## config.mk

```make
export PLATFORM = sky130hd
export DESIGN_NAME = branch_predecode
export DESIGN_NICKNAME = d
export VERILOG_FILES = /design/src/logic/fetch_pkg.sv /design/src/logic/branch_predecode.sv
export VERILOG_INCLUDE_DIRS = /design/src /design/src/logic
export SDC_FILE = /design/constraint.sdc
export NUM_CORES = 1
export LEC_CHECK = 0
export BUFFER_PORTS_ARGS = -buffer_cell sky130_fd_sc_hd__buf_2
export CAP_MARGIN = 20
export CORE_MARGIN = 1.5
export CORE_UTILIZATION = 46
export DETAILED_ROUTE_END_ITERATION = 8
export PLACE_DENSITY = 0.85
export SYNTH_ARGS = -nofsm -noshare
export SYNTH_HDL_FRONTEND = slang
export SYNTH_SLANG_ARGS = --single-unit
```

## constraint.sdc

```tcl
create_clock -name vclk -period 9.7
set_input_delay 0.97 -clock vclk [all_inputs]
set_output_delay 0.97 -clock vclk [all_outputs]
set_load 0.02 [all_outputs]
```

## src/logic/fetch_params.svh

```systemverilog
`ifndef FETCH_PARAMS_SVH
`define FETCH_PARAMS_SVH

// pc, address and memory word width
`define FETCH_XLEN 64

// first fetch address out of reset
`define FETCH_RESET_PC 64'h0000_0000_8000_0000

// number of 64-bit words in the instruction memory
// pc bits above bit 2 index it, wrapping over the depth
`define FETCH_IMEM_WORDS 256

`endif
```

## src/logic/fetch_pkg.sv

```systemverilog
`include "fetch_params.svh"

package fetch_pkg;

	// **************************************************
	// packets between the stages
	// **************************************************

	// one fetched instruction toward decode
	typedef struct packed {
		logic [`FETCH_XLEN-1:0] pc;
		logic [31:0]            inst;
		logic                   pred_taken;
	} fetch_pkt_s;

	// registered output of the memory stage
	typedef struct packed {
		logic                   valid;
		logic [`FETCH_XLEN-1:0] pc;
		logic [31:0]            inst;
	} stage_word_s;

	// static prediction back to pc select
	typedef struct packed {
		logic                   taken;
		logic [`FETCH_XLEN-1:0] target;
	} predict_s;

	// back end restart, one cycle pulse
	typedef struct packed {
		logic                   valid;
		logic [`FETCH_XLEN-1:0] pc;
	} redirect_s;

	// loader write into the instruction memory
	typedef struct packed {
		logic                                 en;
		logic [$clog2(`FETCH_IMEM_WORDS)-1:0] addr;
		logic [`FETCH_XLEN-1:0]               data;
	} imem_wr_s;

	// **************************************************
	// instruction views
	// **************************************************

	// conditional branch layout
	typedef struct packed {
		logic       sign;
		logic [5:0] imm_10_5;
		logic [4:0] rs2;
		logic [4:0] rs1;
		logic [2:0] funct3;
		logic [3:0] imm_4_1;
		logic       imm_11;
		logic [6:0] opcode;
	} b_fmt_s;

	// jal layout
	typedef struct packed {
		logic       sign;
		logic [9:0] imm_10_1;
		logic       imm_11;
		logic [7:0] imm_19_12;
		logic [4:0] rd;
		logic [6:0] opcode;
	} j_fmt_s;

	// same 32-bit word, read either way
	typedef union packed {
		b_fmt_s b;
		j_fmt_s j;
	} rv_inst_u;

endpackage

```

## src/logic/branch_predecode.sv

```systemverilog
`timescale 1ns/100ps
`include "fetch_params.svh"

module branch_predecode (
	input  fetch_pkg::stage_word_s word,
	output fetch_pkg::predict_s    predict,
	output fetch_pkg::fetch_pkt_s  pkt,
	output logic                   pkt_valid
);

	import fetch_pkg::*;

	localparam logic [6:0] OP_JAL    = 7'b1101111;
	localparam logic [6:0] OP_BRANCH = 7'b1100011;

	rv_inst_u               inst_u;
	logic                   is_jal;
	logic                   is_branch;
	logic                   is_jump;
	logic                   backward;
	logic [`FETCH_XLEN-1:0] imm_b;
	logic [`FETCH_XLEN-1:0] imm_j;
	logic [`FETCH_XLEN-1:0] imm_sel;

	assign inst_u = word.inst;

	// **************************************************
	// jump recognition
	// **************************************************

	assign is_jal = (inst_u.j.opcode == OP_JAL);

	// beq bne blt bge bltu bgeu
	// 010 and 011 are not branches
	always_comb begin
		is_branch = 1'b0;
		if (inst_u.b.opcode == OP_BRANCH) begin
			case (inst_u.b.funct3)
				3'b000:  is_branch = 1'b1;
				3'b001:  is_branch = 1'b1;
				3'b100:  is_branch = 1'b1;
				3'b101:  is_branch = 1'b1;
				3'b110:  is_branch = 1'b1;
				3'b111:  is_branch = 1'b1;
				default: is_branch = 1'b0;
			endcase
		end
	end

	assign is_jump = is_jal | is_branch;

	// **************************************************
	// immediates
	// **************************************************

	// 13-bit B offset, sign extended
	assign imm_b = {{(`FETCH_XLEN-13){inst_u.b.sign}}, inst_u.b.sign, inst_u.b.imm_11,
		inst_u.b.imm_10_5, inst_u.b.imm_4_1, 1'b0};

	// 21-bit J offset, sign extended
	assign imm_j = {{(`FETCH_XLEN-21){inst_u.j.sign}}, inst_u.j.sign, inst_u.j.imm_19_12,
		inst_u.j.imm_11, inst_u.j.imm_10_1, 1'b0};

	assign imm_sel = is_jal ? imm_j : imm_b;

	// sign bit sits at 31 in both views
	assign backward = inst_u.b.sign;

	// static rule, backward taken
	// nothing predicted from an empty stage
	assign predict.taken  = word.valid & is_jump & backward;
	assign predict.target = word.pc + imm_sel;

	// packet toward the queue
	assign pkt.pc         = word.pc;
	assign pkt.inst       = word.inst;
	assign pkt.pred_taken = predict.taken;
	assign pkt_valid      = word.valid;

endmodule

```

==> results of run 1 <==
==> cells in the mapped netlist, drive strengths merged, types with 4 or more instances <==
library cell / n
o21bai: 15
a21oi: 67
o21ai: 38
o31a: 4
and2: 5
or3: 4
buf: 105
xor2: 26
clkbuf: 17
a211oi: 6
o31ai: 6
mux2: 5
nand3: 15
o211ai: 5
a31oi: 8
a21o: 37
nor3: 11
nand2: 58
nand4: 20
inv: 15
nor2b: 5
o21a: 11
or2: 4
nor2: 43
ha: 62
xnor2: 35
==> power by group <==
part	total (mW)	switching [mW]	leakage (nW)	internal, mW
combinational	0.490	0.311	2.71	0.179
sequential	0	0	0	0
clock	0	0	0	0
==> routing by layer <==
| metal | GRT usage [%] | vias up | routed length [um] | part of all wire (%) |
|---|---|---|---|---|
| li1 | - | 2631 | - | - |
| met1 | 33.74 | 2363 | 6613 | 48 |
| met2 | 41.15 | 202 | 6303 | 46 |
| met3 | 1.190 | 11 | 785 | 5.7 |
| met4 | 1.885 | 0 | 83 | 0.60 |
| met5 | 0 | - | 0 | 0 |
==> worst max-delay path, stage by stage <==
cell	delay, ps
buf_2	110
nor2b_1	100
nand4_1	120
nor2_1	740
nor2b_1	310
a21o_1	240
ha_1	350
a21oi_1	240
o21ai_0	120
a221oi_1	360
or2_1	180
nand3_1	150
a31oi_2	400
nor2_1	110
a2111oi_0	380
a311oi_1	90
buf_2	180
==> stage by stage <==
step / worst slack, ps / power [mW]
CTS: 3637 / 0.4875
global route: 3098 / 0.5295
finish: 3599 / 0.4898
floorplan: 4409 / 0.3624
global placement: 3806 / 0.4823
detailed placement: 3629 / 0.4855
==> worst max path at each step <==
stage	start	to	depth (start not counted)
floorplan	word[6]	predict[34]	15
global placement	word[4]	predict[53]	17
detailed placement	word[4]	predict[53]	17
CTS	word[4]	predict[53]	17
global route	word[4]	predict[53]	17
finish	word[4]	predict[53]	17
==> layout make-up <==
type                       count  area, sq um
timing repair buffer         258         1294
tap                          133        166.4
multi-input combinational    531         3785
inverter                      15        56.30
fill                        1014         4518
==> cells by family (layout without fill, tap and decap cells) <==
logic type               Yosys count  after routing  share of synthesized area, %
AO/OA/AOI/OAI                    226            226                         33.08
XOR/XNOR                          61             61                         11.42
adder cells (fa/ha/maj)           63             63                         17.01
buffers and inverters            137            273                         19.12
multiplexers                       5              5                         1.203
AND/OR/NAND/NOR                  176            176                         18.18
==> results_dict.tcl, run 1 <==
set metrics [dict create \
    cts_hold_buffers 0 \
    antenna_found_initial 0 \
    crit_type "input pin to output pin" \
    min_to "pkt[33]" \
    avgSynthCellArea_sq_um 7.005 \
    clkbuf_count 0 \
    timing.hold.ws_ps 1940 \
    hp-class "input pin to output pin" \
    die_h_um 103.9 \
    routed_wl_um 13790 \
    worstPathRequired_ps 8730 \
    initial_core_util_pct 47.66 \
    drt_first_pass_iters 5 \
    synth.area.top_cells "ha_1 17%, buf_4 16%, a21oi_1 7.1%, xnor2_1 6.6%, a21o_1 5.9%" \
    cap_violations 0 \
    tns_ps 0 \
    fin_crit_sh_pct 62.90 \
    crit_arrival_ps 5130 \
    postRouteAntennaNets 0 \
    worst_pin_slew_ps 930.4 \
    fin_area_sq_um 5301 \
    rows 36 \
    synth_warnings 0 \
    slew_violations 0 \
    yosysTopAreaCell "ha_1" \
    final_common_cell "buf_2" \
    critPathCaptureType "output pin" \
    final_hold_viol_count 0 \
    portBuffers 257 \
    die_area_sq_um 10790 \
    seqCellArea_sq_um 0 \
    worstPathMaxFanout 14 \
    syn2layout_area_growth_pct 13.29 \
    drive_gt1_share_pct 35.82 \
    final_cell_mix "257 x buf_2, 66 x a21oi_1, 62 x ha_1" \
    drt_iter0_markers 244 \
    fin_cells 937 \
    synth_area_sq_um 4679 \
    grt_pass1_vias 4686 \
    synth_top_area_share_pct 16.58 \
    syn_inst 668 \
    crit_path_start_kind "input pin" \
    viasPerCell 5.557 \
    die_x_um 103.9 \
    rsz0062_at_grt "false" \
    hold_depth 0 \
    cellPowerDensity_nw_per_um2 92.39 \
    syn_nets 828 \
    drc 0 \
    setup-violations-final 0 \
    place_hpwl_um 11910 \
    via_count 5207 \
    ys_types 69 \
    post-route-util_pct 53.99 \
    hp-start "word[32]" \
    dpl_cell_area_sq_um 5301 \
    pin_count 260 \
    gr-total-overflow 0 \
    leakagePower_nw 2.711 \
    post-cts-setup-buffers 0 \
    grt_pass1_wl_um 22260 \
    nets 966 \
    core_sq_um 9819 \
    timing.slew.headroom_pct 37.74 \
    outcome "complete, no violations" \
    max_freq_mhz 163.9 \
    ir_drop_uv 52.54 \
    grt_max_degree 48 \
    n_sequential_cell 0 \
    avgRoutedWirePerCell_um 14.71 \
    period_needed_ps 6101 \
    grtUsageTotal_pct 23.77 \
    seq_area_frac_synth_pct 0 \
    gp_congestion 0.9186 \
    cts_resized 0 \
    diodes 0 \
    placed_cells 937 \
]
No activity file was read; power rests on OpenSTA's default activity.
==> run 2: changes to the inputs <==
clock period = 5.7 ns   (was 9.7 ns; I/O delays follow)
==> results_dict.tcl, run 2 (synthesized netlist as in run 1, its figures left out) <==
set metrics [dict create \
    critical_path.cell_chain "buf_2 > nor2b_1 > nand4_1 > nor2_1 > buf_4 > nor2b_1 > a21o_1 > ha_1 > a21oi_1 > o21ai_0 > a221oi_1 > or2_1 > nand3_1 > a31oi_2 > nor2_1 > a2111oi_0 > a311oi_1 > buf_2" \
    avgRoutedWirePerCell_um 14.64 \
    grt_max_degree 21 \
    crit_path_start_kind "input pin" \
    cts_resized 0 \
    seqCellArea_sq_um 0 \
    max_freq_mhz 200.5 \
    rows 36 \
    die_area_sq_um 10790 \
    portBuffers 257 \
    diodes 0 \
    routed_wl_um 13740 \
    syn2layout_area_growth_pct 13.61 \
    hp-class "input pin to output pin" \
    die_x_um 103.9 \
    drt_first_pass_iters 4 \
    setup-violations-final 0 \
    drc 0 \
    core_sq_um 9819 \
    cap_violations 0 \
    n_sequential_cell 0 \
    final_cell_mix "257 x buf_2, 66 x a21oi_1, 62 x ha_1" \
    cp_slowest_cell "a2111oi_0" \
    post-route-util_pct 54.14 \
    cts_hold_buffers 0 \
    ir_drop_uv 88.36 \
    drt_iter0_markers 192 \
    gp_congestion 0.9553 \
    final_common_cell "buf_2" \
    crit_type "input pin to output pin" \
    rsz0062_at_grt "false" \
    via_count 5236 \
    outcome "complete, no violations" \
    final_hold_viol_count 0 \
    cellPowerDensity_nw_per_um2 156.9 \
    crit_arrival_ps 4420 \
    critPathCaptureType "output pin" \
    leakagePower_nw 2.722 \
    nets 968 \
    die_h_um 103.9 \
    grt_pass1_vias 4740 \
    post-cts-setup-buffers 0 \
    power.total_mw 0.8339 \
    fin_crit_sh_pct 87.49 \
    clkbuf_count 0 \
    max_stage_delay_ps 410 \
    timing.slew.headroom_pct 66.75 \
    worst_pin_slew_ps 497.7 \
    place_hpwl_um 11900 \
    viasPerCell 5.576 \
    grtUsageTotal_pct 23.58 \
    postRouteAntennaNets 0 \
    antenna_found_initial 0 \
    initial_core_util_pct 47.66 \
    slew_violations 0 \
    period_needed_ps 4987 \
    tns_ps 0 \
    pin_count 260 \
    drive_gt1_share_pct 35.98 \
    multi_input_area_sq_um 3785 \
    nFillCells 1002 \
    worstPathRequired_ps 5130 \
    gr-total-overflow 0 \
    grt_pass1_wl_um 22140 \
    worstPathMaxFanout 9 \
]
-- run 2: cell count changes in the layout (fill, tap and decap cells not counted), sizes merged --
cell	delta
buf	+2
-- run 2: path summary, 6_finish.rpt --
path | start | slack (ps) | cells past startpoint | end
max | word[4] | 710 | 18 | predict[53]
min | word[32] | 1140 | 0 | pkt[33]
-- run 2: critical path, delay by kind of cell --
family	cells	cell delay, ps
AND/OR/NAND/NOR	7	1190
adder cells (fa/ha/maj)	1	350
buffers and inverters	3	520
AO/OA/AOI/OAI	7	1780
-- run 2: cell type report --
type | count | share of cell area [%]
Inverter | 15 | 1.059
Timing Repair Buffer | 260 | 24.62
Tap cell | 133 | 3.130
Multi-Input combinational cell | 531 | 71.19
-- run 2: through the flow --
stage / cell area (sq um) / std cells / hold WS [ps] / setup WS [ps]
global placement: 5316 / 939 / 1140 / 896.6
global route: 5316 / 939 / 1140 / 238.1
detailed placement: 5316 / 939 / 1140 / 782.5
floorplan: 4679 / 668 / 1253 / 1209
finish: 5316 / 939 / 1140 / 712.8
CTS: 5316 / 939 / 1140 / 766.6
-- run 2: power breakdown --
group / switching (mW) / total, mW / internal [mW]
Combinational: 0.529 / 0.834 / 0.305
Clock: 0 / 0 / 0
Sequential: 0 / 0 / 0
-- run 2: layer usage --
layer | GRT usage [%] | wire length [um] | vias up
li1 | - | - | 2636
met1 | 33.57 | 6718 | 2386
met2 | 40.59 | 6179 | 204
met3 | 1.253 | 751 | 10
met4 | 1.984 | 94 | 0
met5 | 0 | 0 | -
==> run 3: changes to the inputs <==
CORE_UTILIZATION = 30   (was 46)
PLACE_DENSITY = 0.6   (was 0.85)
==> results_dict.tcl, run 3 (synthesized netlist as in run 1, its figures left out) <==
set metrics [dict create \
    slew_violations 0 \
    gr-total-overflow 0 \
    syn2layout_area_growth_pct 15.19 \
    diodes 0 \
    pin_count 260 \
    outcome "complete, no violations" \
    nFillCells 1674 \
    viasPerCell 5.225 \
    cap_violations 0 \
    dr_wl_met2_um 6806 \
    max_freq_mhz 202.9 \
    timing.slew.headroom_pct 63.51 \
    cellPowerDensity_nw_per_um2 156.2 \
    crit_path_start_kind "input pin" \
    hp-start "word[32]" \
    grt_max_degree 47 \
    die_x_um 127.9 \
    via_count 5188 \
    wl_met3_um 834 \
    cts_hold_buffers 0 \
    leakagePower_nw 2.721 \
    crit_type "input pin to output pin" \
    drt-met1-wl_um 7478 \
    routed.top_layer "met4" \
    critPathCaptureType "output pin" \
    fin_ws_ps 771.7 \
    worst_pin_slew_ps 546.2 \
    drc 0 \
    setup-violations-final 0 \
    worstPathMaxFanout 7 \
    clkbuf_count 0 \
    core_sq_um 15200 \
    drt_iter0_markers 393 \
    post-cts-setup-buffers 0 \
    place_hpwl_um 13190 \
    grtUsageTotal_pct 17.33 \
    antenna_found_initial 0 \
    worstPathRequired_ps 5130 \
    post-place-ws_ps 772.6 \
    drt_first_pass_iters 5 \
    routed_wl_um 15190 \
    gp_congestion 0.9164 \
    n_sequential_cell 0 \
    die_h_um 127.9 \
    period_needed_ps 4928 \
    critPathLaunch "word[4]" \
    grt_pass1_wl_um 23520 \
    drive_gt1_share_pct 35.90 \
    crit_arrival_ps 4360 \
    avgRoutedWirePerCell_um 15.29 \
    final_hold_viol_count 0 \
    grt_pass1_vias 4628 \
    seqCellArea_sq_um 0 \
    postRouteAntennaNets 0 \
    portBuffers 257 \
    ir_drop_uv 59.53 \
    final_common_cell "buf_2" \
    rows 45 \
    hp-class "input pin to output pin" \
    final_cell_mix "257 x buf_2, 66 x a21oi_1, 62 x ha_1" \
    initial_core_util_pct 30.78 \
    fin_crit_sh_pct 86.46 \
    nets 967 \
    die_area_sq_um 16360 \
    cts_resized 0 \
    tns_ps 0 \
    rsz0062_at_grt "false" \
]
run 3: cell count changes in the layout (fill, tap and decap cells not counted):
cell    previous run  this run
buf_12             0         1
buf_4              3         1
run 3: final cells by class:
| class | count | area, sq um | share of cell area, % |
|---|---|---|---|
| multi-input cells | 531 | 3785 | 70.22 |
| inverters | 15 | 56.30 | 1.045 |
| repair buffers | 259 | 1314 | 24.37 |
| well taps | 188 | 235.2 | 4.364 |
run 3: path summary, 6_finish.rpt:
check                endpoint  slack [ps]  cells past startpoint
setup / recovery  predict[57]         770                     18
hold / removal        pkt[33]        1140                      0
run 3: power breakdown:
part           leakage [nW]  switching, mW  total [mW]  internal, mW
sequential                0              0           0             0
combinational          2.72          0.536       0.842         0.306
clock                     0              0           0             0
total                  2.72          0.536       0.842         0.306
run 3: layer usage:
metal | track usage, % | up-vias
met3 | 1.085 | 6
li1 | - | 2632
met5 | 0 | -
met2 | 28.78 | 194
met4 | 0.7931 | 0
met1 | 25.72 | 2356
run 3: worst max-delay path, stage by stage:
cell       delay (ps)
buf_2             100
nor2b_1           110
nand4_1           120
nor2_1            430
mux2_2            250
ha_1              180
inv_1              60
fa_1              400
nor2b_1           160
o2111ai_1         200
a31oi_1           310
o21ai_1           130
nand3_1           160
a31oi_2           180
o41ai_2           400
a31oi_1           180
xnor2_1           200
buf_2             190
run 3: per-stage QoR:
step	hold slack, ps	utilization, %	total power [mW]	cells	cell area, sq um
global placement	1140	35.46	0.8403	993	5390
CTS	1140	35.46	0.8433	993	5390
finish	1140	35.46	0.8421	993	5390
floorplan	1253	-	0.6168	668	4679
detailed placement	1140	35.46	0.8399	993	5390
global route	1140	35.46	0.9140	993	5390
