==> config.mk <==
export PLATFORM = sky130hd
export DESIGN_NAME = fetch_queue
export DESIGN_NICKNAME = d
export VERILOG_FILES = /design/src/logic/fetch_pkg.sv /design/src/logic/fetch_queue.sv
export VERILOG_INCLUDE_DIRS = /design/src /design/src/logic
export SDC_FILE = /design/constraint.sdc
export NUM_CORES = 1
export LEC_CHECK = 0
export BUFFER_PORTS_ARGS = -buffer_cell sky130_fd_sc_hd__clkbuf_2
export CORE_MARGIN = 1.5
export CORE_UTILIZATION = 56
export CTS_CLUSTER_SIZE = 10
export DETAILED_ROUTE_END_ITERATION = 10
export HOLD_SLACK_MARGIN = 0.1
export PLACE_DENSITY = 0.83
export SLEW_MARGIN = 25
export SYNTH_ARGS = -nofsm -noshare
export SYNTH_HDL_FRONTEND = slang
export SYNTH_SLANG_ARGS = --single-unit
==> constraint.sdc <==
create_clock -name clk -period 9.15 [get_ports clk]
set_clock_uncertainty 0.05 [all_clocks]
set_input_delay 0.4575 -clock clk [delete_from_list [all_inputs] [get_ports clk]]
set_output_delay 0.4575 -clock clk [all_outputs]
set_load 0.01 [all_outputs]
==> src/logic/fetch_params.svh <==
`ifndef FETCH_PARAMS_SVH
`define FETCH_PARAMS_SVH

// pc, address and memory word width
`define FETCH_XLEN 64

// first fetch address out of reset
`define FETCH_RESET_PC 64'h0000_0000_8000_0000

// number of 64-bit words in the instruction memory
// pc bits above bit 2 index it, wrapping over the depth
`define FETCH_IMEM_WORDS 256

`endif
==> src/logic/fetch_pkg.sv <==
`include "fetch_params.svh"

package fetch_pkg;

	// **************************************************
	// packets between the stages
	// **************************************************

	// one fetched instruction toward decode
	typedef struct packed {
		logic [`FETCH_XLEN-1:0] pc;
		logic [31:0]            inst;
		logic                   pred_taken;
	} fetch_pkt_s;

	// registered output of the memory stage
	typedef struct packed {
		logic                   valid;
		logic [`FETCH_XLEN-1:0] pc;
		logic [31:0]            inst;
	} stage_word_s;

	// static prediction back to pc select
	typedef struct packed {
		logic                   taken;
		logic [`FETCH_XLEN-1:0] target;
	} predict_s;

	// back end restart, one cycle pulse
	typedef struct packed {
		logic                   valid;
		logic [`FETCH_XLEN-1:0] pc;
	} redirect_s;

	// loader write into the instruction memory
	typedef struct packed {
		logic                                 en;
		logic [$clog2(`FETCH_IMEM_WORDS)-1:0] addr;
		logic [`FETCH_XLEN-1:0]               data;
	} imem_wr_s;

	// **************************************************
	// instruction views
	// **************************************************

	// conditional branch layout
	typedef struct packed {
		logic       sign;
		logic [5:0] imm_10_5;
		logic [4:0] rs2;
		logic [4:0] rs1;
		logic [2:0] funct3;
		logic [3:0] imm_4_1;
		logic       imm_11;
		logic [6:0] opcode;
	} b_fmt_s;

	// jal layout
	typedef struct packed {
		logic       sign;
		logic [9:0] imm_10_1;
		logic       imm_11;
		logic [7:0] imm_19_12;
		logic [4:0] rd;
		logic [6:0] opcode;
	} j_fmt_s;

	// same 32-bit word, read either way
	typedef union packed {
		b_fmt_s b;
		j_fmt_s j;
	} rv_inst_u;

endpackage

==> src/logic/fetch_queue.sv <==
`timescale 1ns/100ps

module fetch_queue (
	input  logic                  clk,
	input  logic                  reset,
	input  logic                  flush,
	input  fetch_pkg::fetch_pkt_s in_pkt,
	input  logic                  in_valid,
	output logic                  in_ready,
	output fetch_pkg::fetch_pkt_s out_pkt,
	output logic                  out_valid,
	input  logic                  out_ready
);

	import fetch_pkg::*;

	// two packet slots
	fetch_pkt_s slot [0:1];

	logic       wr_ptr;
	logic       rd_ptr;
	logic [1:0] count;
	logic       push;
	logic       pop;

	// **************************************************
	// handshake
	// **************************************************

	// room for one more
	assign in_ready  = (count < 2'd2);
	assign out_valid = (count != 2'd0);
	assign out_pkt   = slot[rd_ptr];

	assign push = in_valid & in_ready;
	assign pop  = out_valid & out_ready;

	// payload slots
	always_ff @(posedge clk) begin
		if (push) begin
			slot[wr_ptr] <= in_pkt;
		end
	end

	// **************************************************
	// pointers and count
	// **************************************************

	// flush drops anything pushed in the same clock
	always_ff @(posedge clk) begin
		if (reset || flush) begin
			wr_ptr <= 1'b0;
			rd_ptr <= 1'b0;
			count  <= 2'd0;
		end
		else begin
			if (push) begin
				wr_ptr <= ~wr_ptr;
			end
			if (pop) begin
				rd_ptr <= ~rd_ptr;
			end
			// push and pop together keep the count
			case ({push, pop})
				2'b10:   count <= count + 2'd1;
				2'b01:   count <= count - 2'd1;
				default: count <= count;
			endcase
		end
	end

endmodule

==> results of run 1 <==
[worst max-delay path by stage]
stage               startpoint     endpoint  slack (ps)
floorplan             in_valid   slot[0][0]        3950
global placement      register   out_pkt[2]        6700
detailed placement    register  out_pkt[62]        6650
CTS                   register  out_pkt[67]        6170
global route          register  out_pkt[67]        6090
finish                register  out_pkt[67]        6250
[routing by layer]
metal  GRT usage  vias to the layer above
met2       0.302                      141
met1       0.223                     1790
met4      0.0780                        0
li1            -                     1718
met3      0.0664                       15
met5           0                        -
[cell type report]
cell class / instances / area, µm²
fillers: 785 / 3620
inverters: 1 / 3.75
repair buffers: 204 / 1030
flip-flops and latches: 199 / 5930
diodes: 1 / 2.50
well taps: 172 / 215
clock buffers: 20 / 437
multi-input cells: 114 / 1220
clock inverters: 10 / 108
[cell usage in the layout, fill, tap and decap left out]
cell type,count
clkbuf_2,200
edfxtp_1,194
mux2_2,97
clkbuf_16,17
nor3_1,4
dfxtp_1,4
buf_4,4
clkbuf_1,3
clkinv_2,3
xnor2_1,2
xor2_1,2
bufinv_16,2
clkinv_4,2
clkinv_1,2
diode_2,1
o21a_1,1
nand2b_1,1
inv_1,1
or2_2,1
and3_4,1
nor2_4,1
o21ai_0,1
or3_1,1
a211oi_1,1
ha_1,1
dfxtp_4,1
clkinvlp_4,1
[cells by family after synthesis]
kind of cell	count (synthesis)
DFF	199
muxes	97
buffers and inverters	12
and+or+nand+nor	9
xor gates and xnor gates	4
AOI/OAI and AO/OA	3
adders and majority gates	1
[registers in the layout, summed over array words and instances (netlist names), named ones only]
name / flops
slot: 194
count: 2
rd_ptr: 1
wr_ptr: 1
[power breakdown]
part / switching (µW) / internal [µW] / total, µW
registers: 12.2 / 1050 / 1060
logic: 75.5 / 65.7 / 141
clock network: 290 / 396 / 686
total: 377 / 1510 / 1890
[stage by stage]
step / setup WS (ps) / instance area (µm²) / total power, µW / hold slack [ps] / std cells
floorplan: 3950 / 7200 / 1150 / 438 / 325
global placement: 6700 / 8400 / 1220 / 465 / 690
detailed placement: 6650 / 8400 / 1220 / 484 / 690
CTS: 6170 / 8940 / 1900 / 153 / 720
global route: 6090 / 8940 / 1950 / 153 / 720
finish: 6250 / 8950 / 1890 / 174 / 721
==> flow_summary_export.csv, run 1 <==
group,metric,value,unit
die,dieArea,13500,µm²
clocking,clock-sinks,199,
sta,fin_crit,2900,ps
clocking,cts.clk_slew.worst_paths,60,ps
critical_path,ff2ff_path_depth,4,
critical_path,max_stage_delay,710,ps
critical_path,crit_arrival,2390,ps
critical_path,crit_family,"buffers and inverters",
critical_path,path_cells,"buf_4 -> mux2_2 -> clkbuf_2",
logic_synthesis,synth_largest_area_cell,"edfxtp_1",
final_layout,area_growth,24.3,%
critical_path,crit_cells,3,
logic_synthesis,synth_compound_area_frac,0.00278,
die,ios,201,
power,ir_drop,0.000137,V
global_routing,grt_usage,0.184,
logic_synthesis,async_flop_share,0,
logic_synthesis,ys.flop_type,"edfxtp_1",
critical_path,r2r_slack,6800,ps
critical_path,crit_path_start_kind,"register",
logic_synthesis,yosysWarnings,0,
logic_synthesis,seq_area_frac_synth,0.823,
critical_path,r2r_start,"count[1]",
logic_synthesis,synth_top_family_by_area,"multiplexers",
detailed_routing,vias_per_cell,5.08,
clocking,root_buffer,"clkbuf_16",
die,start_util,0.573,
global_routing,first_global_vias,3529,
hold_path,hp-start,"in_pkt[17]",
logic_synthesis,synth_area_leaders,"edfxtp_1 81%, mux2_2 15%, dfxtp_1 1.4%, buf_2 0.56%, buf_4 0.31%",
detailed_routing,wl,12600,µm
power,power_leakage,0.00337,µW
place,gp_congestion,0.725,
sta,max_freq,345,MHz
detailed_routing,vias,3664,
detailed_routing,ant_nets,0,
critical_path,path_class,"register to output pin",
final_layout,final_util,0.712,
logic_synthesis,synth_nets,428,
clocking,clk_latency,420,ps
detailed_routing,dr.first_iter.drc_count,254,
logic_synthesis,synth_common_cells,"194 x edfxtp_1, 97 x mux2_2, 8 x buf_2",
die,num_rows,41,
sta,rsz0062_at_grt,"false",
clocking,cts_resized,0,
place,numPortBuffers,200,
sta,finalMaxSlewViolations,0,
die,die_y,116,µm
sta,hold_viol,0,
run,maxCapViolCount,0,
place,dpl.hpwl,8350,µm
detailed_routing,drc,0,
clocking,cts_tree,"done",
global_routing,antenna_found_initial,1,
hold_path,whs_path_depth,1,
critical_path,slowest_stage,"dfxtp_4",
critical_path,worstPathBufferInverterCount,2,
logic_synthesis,synthCells,325,
logic_synthesis,yosys_register_bits,199,
detailed_routing,wl_met2,6360,µm
critical_path,timing.rr.end,"slot[0][32]",
sta,max-slew-margin-rel,0.530,
detailed_routing,wl_met1,5060,µm
logic_synthesis,synth.area.mux_share,0.152,
critical_path,path_max_fanout,55,
logic_synthesis,yosysTopAreaCellShare,0.809,
critical_path,worst_setup_path_end_kind,"output pin",
logic_synthesis,synth_edf_count,194,
clocking,cts_buffers,17,
logic_synthesis,avgSynthCellArea,22.2,µm²
final_layout,drive_gt1_frac,0.602,
detailed_routing,drt-wirelength-per-cell,17.5,µm
clocking,clockBufferDepth,2,
clocking,htreeDepth,4,
detailed_routing,top_layer_used,"met4",
die,coreArea,12600,µm²
global_routing,grt_max_degree,56,
logic_synthesis,synth_xor_area_frac,0.00487,
sta,finalSetupViolCount,0,
run_status,outcome,"finished, final reports clean",
global_routing,gr-total-overflow,0,
hold_path,hold_path_end,"slot[1][17]",
sta,period_share,0.317,
detailed_routing,wl_met3,1010,µm
logic_synthesis,synthAdderAreaFrac,0.00174,
sta,worstMarginPinSlew,705,ps
hold_path,hp-class,"primary input to register",
logic_synthesis,yosysMostFrequentCell,"edfxtp_1",
global_routing,grt_pass1_wl,17900,µm
final_layout,final_nets,640,
logic_synthesis,synth.cell_area,7200,µm²
critical_path,required,8640,ps
detailed_routing,first_pass_iters,4,
sta,fin_tns_setup,0,ps
logic_synthesis,synth-simple-area-share,0.00678,
clocking,cts_hold_buf,0,
power,p_per_area,211,nW/µm²
logic_synthesis,yosys.cell_types.count,18,
clocking,post-cts-setup-buffers,0,
die,die_w,116,µm
Power figures use the tool's default switching activity.
==> run 2, diff against run 1 <==
--- a/config.mk
+++ b/config.mk
@@ -8,11 +8,11 @@
 export LEC_CHECK = 0
 export BUFFER_PORTS_ARGS = -buffer_cell sky130_fd_sc_hd__clkbuf_2
 export CORE_MARGIN = 1.5
-export CORE_UTILIZATION = 56
+export CORE_UTILIZATION = 52
 export CTS_CLUSTER_SIZE = 10
 export DETAILED_ROUTE_END_ITERATION = 10
 export HOLD_SLACK_MARGIN = 0.1
-export PLACE_DENSITY = 0.83
+export PLACE_DENSITY = 0.78
 export SLEW_MARGIN = 25
 export SYNTH_ARGS = -nofsm -noshare
 export SYNTH_HDL_FRONTEND = slang
==> constraint.sdc (replaced) <==
create_clock -name clk -period 3 [get_ports clk]
set_clock_uncertainty 0.05 [all_clocks]
set_input_delay 0.15 -clock clk [delete_from_list [all_inputs] [get_ports clk]]
set_output_delay 0.15 -clock clk [all_outputs]
set_load 0.01 [all_outputs]
==> flow_summary_export.csv, run 2 (synthesized netlist as in run 1, its figures left out) <==
group,metric,value,unit
global_routing,grt_usage,0.206,
final_layout,largest_reg_flops,194,
critical_path,timing.rr.end,"slot[1][59]",
power,ir_drop,0.000388,V
place,dpl.hpwl,8140,µm
sta,max-slew-margin-rel,0.553,
critical_path,slowest_stage,"dfxtp_4",
power,p_per_area,607,nW/µm²
critical_path,path_class,"register to output pin",
die,dieArea,14600,µm²
clocking,clock-sinks,199,
final_layout,final_util,0.750,
sta,fin_crit,2260,ps
die,ios,201,
critical_path,crit_arrival,2060,ps
final_layout,fill_cells,758,
place,numPortBuffers,200,
clocking,cts_buffers,17,
hold_path,hp-class,"primary input to register",
final_layout,final_nets,741,
sta,finalSetupViolCount,0,
global_routing,first_global_vias,4411,
sta,worstMarginPinSlew,671,ps
final_layout,layout_common_cells,"200 x clkbuf_2, 194 x edfxtp_1, 100 x dlygate4sd3_1, 97 x mux2_2, 17 x clkbuf_16",
detailed_routing,wl,14700,µm
sta,rsz0062_at_grt,"false",
clocking,root_buffer,"clkbuf_16",
clocking,cts.clk_slew.worst_paths,70,ps
die,start_util,0.537,
global_routing,gr-total-overflow,0,
place,gp_congestion,0.745,
global_routing,antenna_found_initial,1,
die,die_w,121,µm
sta,max_freq,443,MHz
detailed_routing,dr.first_iter.drc_count,267,
final_layout,drive_gt1_frac,0.515,
power,power_leakage,0.00383,µW
detailed_routing,vias,4125,
clocking,cts_tree,"done",
clocking,htreeDepth,4,
critical_path,crit_family,"flip-flops",
critical_path,max_stage_delay,730,ps
final_layout,area_growth,39.6,%
critical_path,required,2800,ps
place,dp_cells,695,
die,coreArea,13400,µm²
final_layout,reg_top3,"slot x194, count x2",
detailed_routing,first_pass_iters,4,
run,maxCapViolCount,0,
final_layout,multiInputGateArea,1220,µm²
detailed_routing,ant_nets,0,
critical_path,path_max_fanout,44,
clocking,post-cts-setup-buffers,0,
global_routing,grt_max_degree,57,
critical_path,r2r_slack,1150,ps
hold_path,whs_path_depth,4,
final_layout,fin_cells,828,
critical_path,ff2ff_path_depth,2,
critical_path,path_cells,"buf_4 -> mux2_2 -> clkbuf_2",
detailed_routing,vias_per_cell,4.98,
global_routing,grt_pass1_wl,22100,µm
final_layout,final_common_cell,"clkbuf_2",
sta,fin_tns_setup,0,ps
detailed_routing,drt-wirelength-per-cell,17.7,µm
detailed_routing,drc,0,
run_status,outcome,"finished, final reports clean",
final_layout,seqCellArea,5930,µm²
sta,finalMaxSlewViolations,0,
sta,period_share,0.753,
critical_path,worst_setup_path_end_kind,"output pin",
die,num_rows,42,
critical_path,crit_path_start_kind,"register",
final_layout,regMostFlops,"slot",
clocking,clockBufferDepth,2,
critical_path,worstPathBufferInverterCount,2,
die,die_y,121,µm
critical_path,r2r_start,"wr_ptr",
clocking,clk_latency,430,ps
hold_path,hold_path_end,"wr_ptr",
sta,hold_viol,0,
hold_path,hp-start,"in_valid",
==> run 2: cell types whose count changed in the layout (fill, tap and decap cells not counted), sizes merged <==
cell         previous run  this run
buf                     4         5
clkinv                  7         3
clkinvlp                1         2
dlygate4sd3             0       100
clkbuf                220       222
inv                     1         3
bufinv                  2         3
==> run 2: routing by layer <==
| layer | vias to the layer above | global-route usage | share of wire |
|---|---|---|---|
| met5 | - | 0 | 0 |
| met4 | 0 | 0.0735 | 0.015 |
| met3 | 20 | 0.0613 | 0.063 |
| met2 | 171 | 0.360 | 0.53 |
| met1 | 2011 | 0.240 | 0.39 |
| li1 | 1923 | - | - |
==> run 2: timing repair <==
action | 4_1_cts | 5_1_grt
gates resized for setup | 0 | 0
setup endpoints to repair | 0 | 0
hold endpoints to repair | 199 | 0
hold buffers | 100 | 0
==> run 2: final cells by class <==
class | instances | area share
clock buffer | 22 | 0.0462
antenna | 1 | 0.000249
sequential | 199 | 0.590
clock inverter | 10 | 0.0144
multi-input combinational | 114 | 0.121
timing repair buffer | 305 | 0.205
inverter | 1 | 0.000373
tap | 176 | 0.0219
==> run 2: worst min-delay path, delay by kind of cell <==
family	cells	cell delay [ps]
xor gates and xnor gates	1	160
and+or+nand+nor	2	190
buffers and inverters	1	90
==> run 2: per-stage QoR <==
stage                     worst slack [ps]  total power [µW]  cell area, µm²  hold WS, ps
after detailed placement              1140              3730            8440          293
after global routing                   635              6290           10100          163
after global placement                1200              3720            8440          290
after CTS                              722              6120           10000          138
after floorplan                        545              3510            7210          173
final                                  742              6100           10100          154
==> run 2: worst max-delay path by stage <==
stage,slack (ps),cells after the start,startpoint,end
2_1_floorplan,550,2,count[1],slot[0][0]
3_3_place_gp,1200,3,register,out_pkt[96]
3_5_place_dp,1140,2,wr_ptr,slot[1][56]
4_1_cts,720,3,register,out_pkt[33]
5_1_grt,630,3,register,out_pkt[96]
6_report,740,3,register,out_pkt[96]
==> run 2: where the power goes <==
group	switching, µW	total (µW)	internal, µW
Sequential	37.7	3240	3200
Combinational	264	551	287
Clock	951	2310	1360
Total	1250	6100	4850
==> run 3, diff against run 2 <==
==> constraint.sdc (replaced) <==
create_clock -name clk -period 2.18 [get_ports clk]
set_clock_uncertainty 0.05 [all_clocks]
set_input_delay 0.109 -clock clk [delete_from_list [all_inputs] [get_ports clk]]
set_output_delay 0.109 -clock clk [all_outputs]
set_load 0.01 [all_outputs]
==> flow_summary_export.csv, run 3 (synthesized netlist as in run 1, its figures left out) <==
group,metric,value,unit
clocking,post-cts-setup-buffers,0,
power,ir_drop,0.000561,V
detailed_routing,drc,0,
sta,period_share,0.891,
final_layout,area_growth,39.8,%
place,dpl.hpwl,8660,µm
critical_path,path_max_fanout,35,
critical_path,path_cells,"buf_12 -> mux2_2 -> clkbuf_2",
sta,max-slew-margin-rel,0.753,
global_routing,antenna_found_initial,0,
critical_path,crit_path_start_kind,"register",
critical_path,required,2020,ps
final_layout,multiInputGateArea,1230,µm²
sta,finalSetupViolCount,0,
detailed_routing,vias_per_cell,5.03,
detailed_routing,ant_nets,0,
final_layout,layout_common_cells,"200 x clkbuf_2, 194 x edfxtp_1, 100 x dlygate4sd3_1, 97 x mux2_2, 17 x clkbuf_16",
final_layout,largest_reg_flops,194,
critical_path,crit_arrival,1780,ps
critical_path,worst_setup_path_end_kind,"output pin",
clocking,clockBufferDepth,2,
die,dieArea,14600,µm²
critical_path,slowest_stage,"dfxtp_4",
final_layout,final_util,0.751,
final_layout,fill_cells,790,
hold_path,hp-class,"primary input to register",
global_routing,grt_usage,0.206,
sta,max_freq,515,MHz
detailed_routing,wl,14500,µm
detailed_routing,dr.first_iter.drc_count,216,
run_status,outcome,"finished, final reports clean",
die,die_y,121,µm
die,start_util,0.537,
sta,hold_viol,0,
clocking,htreeDepth,4,
final_layout,seqCellArea,5930,µm²
clocking,cts.clk_slew.worst_paths,60,ps
place,gp_congestion,0.724,
final_layout,final_nets,744,
detailed_routing,drt-wirelength-per-cell,17.5,µm
detailed_routing,first_pass_iters,4,
final_layout,final_common_cell,"clkbuf_2",
global_routing,grt_max_degree,50,
clocking,cts_tree,"done",
final_layout,reg_top3,"slot x194, count x2",
die,die_w,121,µm
power,p_per_area,809,nW/µm²
final_layout,regMostFlops,"slot",
sta,timing.hold.ws,157,ps
sta,fin_crit,1940,ps
clocking,clock-sinks,199,
sta,fin_tns_setup,0,ps
die,num_rows,42,
clocking,cts_buffers,17,
global_routing,grt_pass1_wl,22200,µm
sta,finalMaxSlewViolations,0,
critical_path,max_stage_delay,570,ps
clocking,clk_latency,420,ps
power,power_leakage,0.00382,µW
sta,rsz0062_at_grt,"false",
global_routing,gr-total-overflow,0,
sta,worstMarginPinSlew,370,ps
global_routing,first_global_vias,4461,
clocking,root_buffer,"clkbuf_16",
die,coreArea,13400,µm²
die,ios,201,
place,numPortBuffers,200,
final_layout,n_antenna_cell,0,
run,maxCapViolCount,0,
power,power,8150,µW
critical_path,path_class,"register to output pin",
detailed_routing,vias,4163,
final_layout,drive_gt1_frac,0.514,
run 3: worst max-delay path: cells and delay by family (launching register included):
kind	cells	cell delay (ps)
buf+inv	2	400
flops	1	570
mux	1	390
run 3: layout make-up:
class                   count  share of cell area
well taps                 176              0.0219
clock buffers              22              0.0441
multi-input cells         114               0.122
clock inverters             8              0.0101
repair buffers            308               0.212
inverters                   1            0.000373
flip-flops and latches    199               0.589
run 3: repair_timing:
item | 4_1_cts | 5_1_grt
setup endpoints to repair | 0 | 0
hold endpoints to repair | 199 | 0
resized for setup | 0 | 0
hold buffers | 100 | 0
run 3: metrics by stage:
stage                     setup WS, ps  instances  area [µm²]
after floorplan                   -207        325        7220
after CTS                          213        828       10100
after global routing               154        828       10100
after global placement             615        698        8520
after detailed placement           531        698        8520
final                              237        828       10100
run 3: worst paths after layout:
path | startpoint | to | slack, ps | depth (start not counted)
hold reg to reg | count[1] | count[1] | 480 | 2
setup / recovery | register | out_pkt[81] | 240 | 3
hold / removal | out_ready | rd_ptr | 160 | 4
setup reg to reg | count[0] | count[1] | 520 | 4
run 3: layer usage:
layer / wire (µm) / global-route usage
met1: 5420 / 0.236
met2: 7730 / 0.363
met3: 986 / 0.0571
met4: 321 / 0.0846
met5: 0 / 0
run 3: power by group:
group          total [µW]  switching, µW  internal [µW]
logic                 779            367            411
clock network        2910           1240           1680
registers            4450           49.7           4400
total                8150           1660           6490
